===== src/include/branch_unit_settings.svh =====
`ifndef BRANCH_UNIT_SETTINGS_SVH
`define BRANCH_UNIT_SETTINGS_SVH

// Global history length in resolved control-flow outcomes.
// The pattern table has 2**BHR_WIDTH counters.
`define BHR_WIDTH 4

// Target buffer index bits, taken from the PC just above bit 1.
`define BTB_INDEX_WIDTH 3

// Counter value after reset.
// 2'b01 is weakly not taken, so one taken outcome flips it.
`define PHT_INIT 2'd1

// Counter encoding.
//   2'b00  strongly not taken
//   2'b01  weakly not taken
//   2'b10  weakly taken
//   2'b11  strongly taken

`endif

===== src/hw/rv32i_types.sv =====
`default_nettype none
`include "branch_unit_settings.svh"

package rv32i_types;

    // Opcode field, instr[6:0].
    typedef enum logic [6:0] {
        op_lui   = 7'b0110111,
        op_auipc = 7'b0010111,
        op_jal   = 7'b1101111,
        op_jalr  = 7'b1100111,
        op_br    = 7'b1100011,
        op_load  = 7'b0000011,
        op_store = 7'b0100011,
        op_imm   = 7'b0010011,
        op_reg   = 7'b0110011,
        op_csr   = 7'b1110011
    } rv32i_opcode;

    // Next-PC source for the fetch stage.
    typedef enum logic [2:0] {
        pc_plus4     = 3'd0, // Sequential fetch.
        alu_out      = 3'd1, // Resolved branch or jal target.
        alu_mod2     = 3'd2, // Resolved jalr target, bit 0 cleared.
        btb_target   = 3'd3, // Predicted taken in ID.
        mem_pc_plus4 = 3'd4  // Undo a wrong taken prediction.
    } pcmux_sel_t;

    // Formed in ID, rides down the pipeline with the instruction.
    typedef struct packed {
        logic                  pred_taken;
        logic [`BHR_WIDTH-1:0] pht_index; // History at prediction time.
    } pred_info_t;

    typedef struct packed {
        logic [31:0] pc;
        logic [31:0] instr;
        pcmux_sel_t  pc_mux_sel;
        pred_info_t  pred;
        logic [31:0] pred_target; // Buffer target seen in ID.
    } rv32i_control_word;

    localparam int unsigned BTB_TAG_WIDTH = 32 - `BTB_INDEX_WIDTH - 2;

    typedef struct packed {
        logic                     valid;
        logic [BTB_TAG_WIDTH-1:0] tag;
        logic [31:0]              target;
    } btb_entry_t;

endpackage

`default_nettype wire


===== src/hw/branch_unit.sv =====
`timescale 1ns/1ns
`default_nettype none

// Branch prediction unit.
// Predictor and target buffer side by side; the pipeline stages are outside.
module branch_unit
    import rv32i_types::*;
(
    input  logic              clk,
    input  logic              reset,

    // IF and ID side.
    input  logic [31:0]       fetch_pc,
    input  logic [31:0]       pc_id,
    input  rv32i_opcode       opcode_id,

    // MEM side.
    input  rv32i_control_word control_word_mem,
    input  logic              br_en_mem,
    input  logic [31:0]       alu_out_mem,

    output pcmux_sel_t        pcmux_sel,
    output logic              flush,
    output pred_info_t        pred_info_id,
    output logic [31:0]       predict_target
);

    logic        btb_hit_id;
    logic [31:0] btb_target_id;
    logic        btb_wr_en;
    logic [31:0] btb_wr_target;

    branch_predictor u_predictor (
        .clk              (clk),
        .reset            (reset),
        .opcode_id        (opcode_id),
        .btb_hit          (btb_hit_id),
        .btb_target       (btb_target_id),
        .control_word_mem (control_word_mem),
        .br_en_mem        (br_en_mem),
        .alu_out_mem      (alu_out_mem),
        .pcmux_sel        (pcmux_sel),
        .flush            (flush),
        .pred_info_id     (pred_info_id),
        .btb_wr_en        (btb_wr_en),
        .btb_wr_target    (btb_wr_target)
    );

    // Written with the PC of the resolving instruction.
    branch_target_buffer u_btb (
        .clk        (clk),
        .reset      (reset),
        .fetch_pc   (fetch_pc),
        .pc_id      (pc_id),
        .wr_en      (btb_wr_en),
        .wr_pc      (control_word_mem.pc),
        .wr_target  (btb_wr_target),
        .btb_hit    (btb_hit_id),
        .btb_target (btb_target_id)
    );

    assign predict_target = btb_target_id; // Feeds the PC mux btb_target input.

endmodule

`default_nettype wire


===== src/hw/branch_predictor.sv =====
`timescale 1ns/1ns
`default_nettype none
`include "branch_unit_settings.svh"

// Global-history predictor.
// Predicts in ID, resolves in MEM, and MEM always wins the PC mux.
module branch_predictor
    import rv32i_types::*;
(
    input  logic              clk,
    input  logic              reset,
    input  rv32i_opcode       opcode_id,
    input  logic              btb_hit,
    input  logic [31:0]       btb_target,
    input  rv32i_control_word control_word_mem,
    input  logic              br_en_mem,
    input  logic [31:0]       alu_out_mem,
    output pcmux_sel_t        pcmux_sel,
    output logic              flush,
    output pred_info_t        pred_info_id,
    output logic              btb_wr_en,
    output logic [31:0]       btb_wr_target
);

    logic [`BHR_WIDTH-1:0] bhr;
    logic [1:0]            pht_counter;
    logic                  is_ctrl_id;
    logic                  pred_taken_id;

    rv32i_opcode           opcode_mem;
    logic                  is_jalr_mem;
    logic                  is_ctrl_mem;
    logic                  actual_taken;
    logic [31:0]           actual_target;
    logic                  redirect;
    pcmux_sel_t            redirect_sel;

    assign is_ctrl_id = (opcode_id == op_br) || (opcode_id == op_jal) || (opcode_id == op_jalr);

    // A misaligned target would trap, so never steer fetch there.
    assign pred_taken_id = is_ctrl_id && pht_counter[1] && btb_hit
                           && (btb_target[1:0] == 2'b00);

    // The table row used here travels with the instruction to MEM.
    always_comb begin
        pred_info_id.pred_taken = pred_taken_id;
        pred_info_id.pht_index  = bhr;
    end

    // MEM decode.
    assign opcode_mem  = rv32i_opcode'(control_word_mem.instr[6:0]);
    assign is_jalr_mem = (opcode_mem == op_jalr);
    assign is_ctrl_mem = (opcode_mem == op_br) || (opcode_mem == op_jal) || is_jalr_mem;

    // Jumps are always taken.
    assign actual_taken = (opcode_mem == op_br) ? br_en_mem : 1'b1;

    always_comb begin
        actual_target = alu_out_mem;
        if (is_jalr_mem) begin
            actual_target[0] = 1'b0;
        end
    end

    // Compare the resolved outcome with what was predicted in ID.
    always_comb begin
        redirect     = 1'b0;
        redirect_sel = pc_plus4;
        if (is_ctrl_mem) begin
            if (control_word_mem.pred.pred_taken && !actual_taken) begin
                redirect     = 1'b1;
                redirect_sel = mem_pc_plus4; // Fall through after all.
            end else if (actual_taken && (!control_word_mem.pred.pred_taken
                         || (control_word_mem.pred_target != actual_target))) begin
                redirect     = 1'b1;
                redirect_sel = is_jalr_mem ? alu_mod2 : alu_out;
            end
        end
    end

    // Resolution first; otherwise the ID guess drives fetch.
    always_comb begin
        if (redirect) begin
            pcmux_sel = redirect_sel;
        end else if (pred_taken_id) begin
            pcmux_sel = rv32i_types::btb_target;
        end else begin
            pcmux_sel = pc_plus4;
        end
    end

    assign flush = redirect;

    // Shift in every resolved outcome.
    always_ff @(posedge clk) begin
        if (reset) begin
            bhr <= '0;
        end else if (is_ctrl_mem) begin
            bhr <= {bhr[`BHR_WIDTH-2:0], actual_taken};
        end
    end

    predict_hist_tbl u_pht (
        .clk       (clk),
        .reset     (reset),
        .rd_index  (bhr),
        .upd_en    (is_ctrl_mem),
        .upd_index (control_word_mem.pred.pht_index),
        .upd_taken (actual_taken),
        .counter   (pht_counter)
    );

    // Only taken outcomes teach the buffer a target.
    assign btb_wr_en     = is_ctrl_mem && actual_taken;
    assign btb_wr_target = actual_target;

endmodule

`default_nettype wire


===== src/hw/branch_target_buffer.sv =====
`timescale 1ns/1ns
`default_nettype none
`include "branch_unit_settings.svh"

// Direct-mapped branch target buffer.
// Read address comes in with the fetch PC; the hit is resolved a cycle later in ID.
module branch_target_buffer
    import rv32i_types::*;
(
    input  logic        clk,
    input  logic        reset,
    input  logic [31:0] fetch_pc,
    input  logic [31:0] pc_id,
    input  logic        wr_en,
    input  logic [31:0] wr_pc,
    input  logic [31:0] wr_target,
    output logic        btb_hit,
    output logic [31:0] btb_target
);

    localparam int unsigned NUM_ENTRIES = 1 << `BTB_INDEX_WIDTH;
    localparam int unsigned TAG_LSB     = `BTB_INDEX_WIDTH + 2;

    btb_entry_t                  entries [NUM_ENTRIES];
    btb_entry_t                  rd_entry;   // Entry read for the instruction now in ID.
    btb_entry_t                  wr_entry;
    logic [`BTB_INDEX_WIDTH-1:0] rd_index;
    logic [`BTB_INDEX_WIDTH-1:0] wr_index;

    // Word-aligned PCs, so bits 1:0 carry no index information.
    assign rd_index = fetch_pc[TAG_LSB-1:2];
    assign wr_index = wr_pc[TAG_LSB-1:2];

    always_comb begin
        wr_entry.valid  = 1'b1;
        wr_entry.tag    = wr_pc[31:TAG_LSB];
        wr_entry.target = wr_target;
    end

    // Reset invalidates every entry.
    always_ff @(posedge clk) begin
        if (reset) begin
            for (int i = 0; i < NUM_ENTRIES; i++) begin
                entries[i].valid <= 1'b0;
            end
        end else if (wr_en) begin
            entries[wr_index] <= wr_entry; // Replaces whatever shared the index.
        end
    end

    // Registered read. A write to the same index this cycle is not seen.
    always_ff @(posedge clk) begin
        if (reset) begin
            rd_entry.valid <= 1'b0;
        end else begin
            rd_entry <= entries[rd_index];
        end
    end

    // Tag compare against the PC that reached ID.
    assign btb_hit    = rd_entry.valid && (rd_entry.tag == pc_id[31:TAG_LSB]);
    assign btb_target = rd_entry.target;

endmodule

`default_nettype wire


===== src/hw/predict_hist_tbl.sv =====
`timescale 1ns/1ns
`default_nettype none
`include "branch_unit_settings.svh"

// Pattern history table. One 2-bit saturating counter per history value.
module predict_hist_tbl (
    input  logic                  clk,
    input  logic                  reset,
    input  logic [`BHR_WIDTH-1:0] rd_index,
    input  logic                  upd_en,
    input  logic [`BHR_WIDTH-1:0] upd_index,
    input  logic                  upd_taken,
    output logic [1:0]            counter
);

    localparam int unsigned NUM_ENTRIES = 1 << `BHR_WIDTH;

    logic [1:0] pht [NUM_ENTRIES];
    logic [1:0] upd_old;
    logic [1:0] upd_new;

    // Combinational read; an update in the same cycle shows up next cycle.
    assign counter = pht[rd_index];
    assign upd_old = pht[upd_index];

    // Step toward the outcome, stick at the ends.
    always_comb begin
        upd_new = upd_old;
        if (upd_taken) begin
            if (upd_old != 2'b11) begin
                upd_new = upd_old + 2'd1;
            end
        end else begin
            if (upd_old != 2'b00) begin
                upd_new = upd_old - 2'd1;
            end
        end
    end

    always_ff @(posedge clk) begin
        if (reset) begin
            for (int i = 0; i < NUM_ENTRIES; i++) begin
                pht[i] <= `PHT_INIT;
            end
        end else if (upd_en) begin
            pht[upd_index] <= upd_new; // Indexed by the history the branch saw in ID.
        end
    end

endmodule

`default_nettype wire


===== config.mk =====
export PLATFORM = sky130hd
export DESIGN_NAME = branch_unit
export DESIGN_NICKNAME = d
export VERILOG_FILES = /design/src/hw/rv32i_types.sv /design/src/hw/branch_unit.sv /design/src/hw/branch_predictor.sv /design/src/hw/branch_target_buffer.sv /design/src/hw/predict_hist_tbl.sv
export VERILOG_INCLUDE_DIRS = /design/src /design/src/include
export SDC_FILE = /design/constraint.sdc
export NUM_CORES = 1
export LEC_CHECK = 0
export BUFFER_PORTS_ARGS = -buffer_cell sky130_fd_sc_hd__buf_2
export CORE_ASPECT_RATIO = 0.6
export CORE_UTILIZATION = 45
export CTS_CLUSTER_DIAMETER = 50
export DETAILED_ROUTE_END_ITERATION = 10
export PLACE_DENSITY_LB_ADDON = 0.2
export SLEW_MARGIN = 20
export SYNTH_ARGS = -nofsm -noshare
export SYNTH_HDL_FRONTEND = slang
export SYNTH_SLANG_ARGS = --single-unit

===== constraint.sdc =====
create_clock -name clk -period 11.7 [get_ports clk]
set_clock_uncertainty 0.15 [all_clocks]
set_input_delay 1.17 -clock clk [delete_from_list [all_inputs] [get_ports clk]]
set_output_delay 1.17 -clock clk [all_outputs]
set_load 0.03 [all_outputs]

==> run summary <==
Post-DP HPWL = 28.2 mm
HP Class = reg2reg
Distinct cell type count after synthesis = 44
Met3 wire length = 2.87 mm
Crit-path max FO = 9
Final hold violation count = 0
Simple-Gate Fraction of Synth Area = 2.82%
Root buf cell = clkbuf_16
Leakage = 8.49 nW
RSZ-0062 raised after global routing = no
Inst Count DP = 1895
Crit path kind = in2out
Clk sinks = 580
Final std cell area, no fill = 26000 µm²
Vias/cell = 5.42
Worst setup SP type = input pin
Main combinational cell family by area after synthesis = multiplexers
Htree depth = 2
Initial core utilization = 45.9%
Pwr Density = 161 nW/µm²
Initial antenna violation count = 3
Largest net degree at the start of global routing = 70
Post-CTS Setup Repair Bufs = 0
F_max = 0.194 GHz
Max Buffers Root-to-Sink = 3
Status = finished clean
Max Cap Viol = 0
Slew @ Worst Pin = 1040 ps
Cell taking the most area after synthesis = edfxtp_1
Req. time, crit path = 10380 ps
EDFF count, synth = 563
Post-route ant nets = 0
GRT Util Overall = 19.5%
Synth async-reset ratio = 0%
Share of cells above drive strength 1 = 36.2%
Compound-cell area share of the yosys netlist = 0.887%
Top cell type's share of synthesized area = 74.0%
Mux cell area share after synthesis = 16.4%
Fin cells = 1992
Total of cells resized after clock tree synthesis = 0
Worst-path clk slew = 70 ps
Routed WL per cell = 25.0 µm
Placer Congestion = 0.819
Final hold slack = 316 ps
Core Rows = 63
DR vias = 10800
Flip-flop and latch count after synthesis = 580
CP arrival = 3830 ps
Top Layer Used = met5
Buffers on Ports = 186
Drt first pass iters = 5
Post-synthesis sequential area ratio = 75.5%
Worst Setup End Kind = output port
# hold bufs at CTS = 0
Core area = 49700 µm²
Post-synth top flop = edfxtp_1
Final setup TNS = 0 ps
Post-layout nets = 1478
DRT iter0 DRCs = 975
Ranking of synthesized cells by area = edfxtp_1, mux4_2, mux2_2
Commonest non-fill, non-tap cell in the layout = edfxtp_1
Post-synthesis xor/xnor area fraction = 2.15%
Drc violations = 0
Mapped Cells = 1091
Power, Total = 4.20 mW
Gr ovfl total = 0
Worst VDD drop = 0.000124 V
Vias in the first global route = 11200
Final setup viols = 0
Die width = 293 µm
# IOs = 251
Final period utilization = 44.0%
Chip height = 177 µm
Adder-cell area share of the yosys netlist = 0.0986%
Yosys synthesis warning count = 0
Met2 wire len = 23.0 mm
Die Area = 51700 µm²
Syn avg cell area = 20.9 µm²
Syn_nets = 1301
TritonCTS clock tree = done
WL met1 = 22.8 mm
First-pass GRT wire length = 73.0 mm
Slew HR = 30.5%
Mapped Area = 22800 µm²
Total CTS buffers = 53
Minimum clock period = 5150 ps
Clk_lat worst skew = 570 ps
Routed WL = 49.8 mm
Most frequent cells in the layout = edfxtp_1, buf_2, mux4_2
Dpl cell area = 24400 µm²
Pins Over Slew Limit = 0
Layout area overhead = 13.9%
-- worst paths after layout --
| kind | slack, ps | end | startpoint | depth (start not counted) |
|---|---|---|---|---|
| hold reg to reg | 320 | u_btb.entries[5][59] | u_btb.entries[5][59] | 1 |
| hold / removal | 320 | u_btb.entries[5][59] | u_btb.entries[5][59] | 1 |
| setup / recovery | 6550 | pcmux_sel[1] | alu_out_mem[21] | 8 |
| setup reg to reg | 9370 | u_predictor.u_pht.pht[5][0] | u_predictor.u_pht.pht[8][1] | 6 |
-- where the power goes --
group | switching, mW | total (mW) | internal (mW) | leakage, nW
clock network | 0.741 | 1.66 | 0.922 | 0.805
logic | 0.132 | 0.224 | 0.0924 | 2.45
registers | 0.00924 | 2.31 | 2.30 | 5.23
-- Yosys cell counts, drive strengths merged (2+ instances only) --
master / n
mux2: 61
buf: 53
clkbuf: 25
dfxtp: 17
edfxtp: 563
nand4: 10
o2bb2ai: 3
mux2i: 5
nand3b: 2
inv: 10
and3: 2
nor2: 27
nor4: 9
a21o: 5
nand4b: 2
or3: 2
nand3: 12
maj3: 2
nor3: 12
nand2: 48
xnor2: 28
mux4: 132
o21ai: 11
nand2b: 3
xor2: 28
a21oi: 6
-- kinds of logic after synthesis --
| group | Yosys count |
|---|---|
| AO/OA/AOI/OAI | 31 |
| AND/OR/NAND/NOR | 135 |
| flip-flops | 580 |
| buffers and inverters | 89 |
| multiplexers | 198 |
| XOR/XNOR | 56 |
| adder cells (fa/ha/maj) | 2 |
-- layer usage --
metal	GRT usage, %	up-vias
met5	0	-
met4	5.13	2
met3	3.88	67
met2	30.2	266
met1	28.6	5685
li1	-	4769
-- stage by stage --
step	setup slack (ps)	utilization (%)
final	6550	52.3
after global routing	6360	52.3
after floorplan	4750	-
after global placement	6620	49.0
after detailed placement	6570	49.0
after CTS	6580	52.3
-- final cells by class --
type | count | area [µm²]
diodes | 2 | 5.00
clock buffers | 63 | 1360
clock inverters | 32 | 280
fillers | 3904 | 23700
inverters | 11 | 42.5
multi-input cells | 422 | 5160
flip-flops and latches | 580 | 17200
well taps | 682 | 853
repair buffers | 200 | 1050
-- state kept, by name, indices dropped and copies added, names as in the netlist, named ones only --
register               cells
u_btb.entries            480
u_btb.rd_entry            28
u_predictor.bhr            4
u_predictor.u_pht.pht     32
u_btb.btb_target          32
-- critical path, cell delays in order --
cell	delay, ps
buf_2	160
xnor2_1	730
nand4_1	280
nor2_1	280
nand4_1	440
a221o_1	490
nand2_1	80
buf_2	190
(Power assumes the default switching activity.)
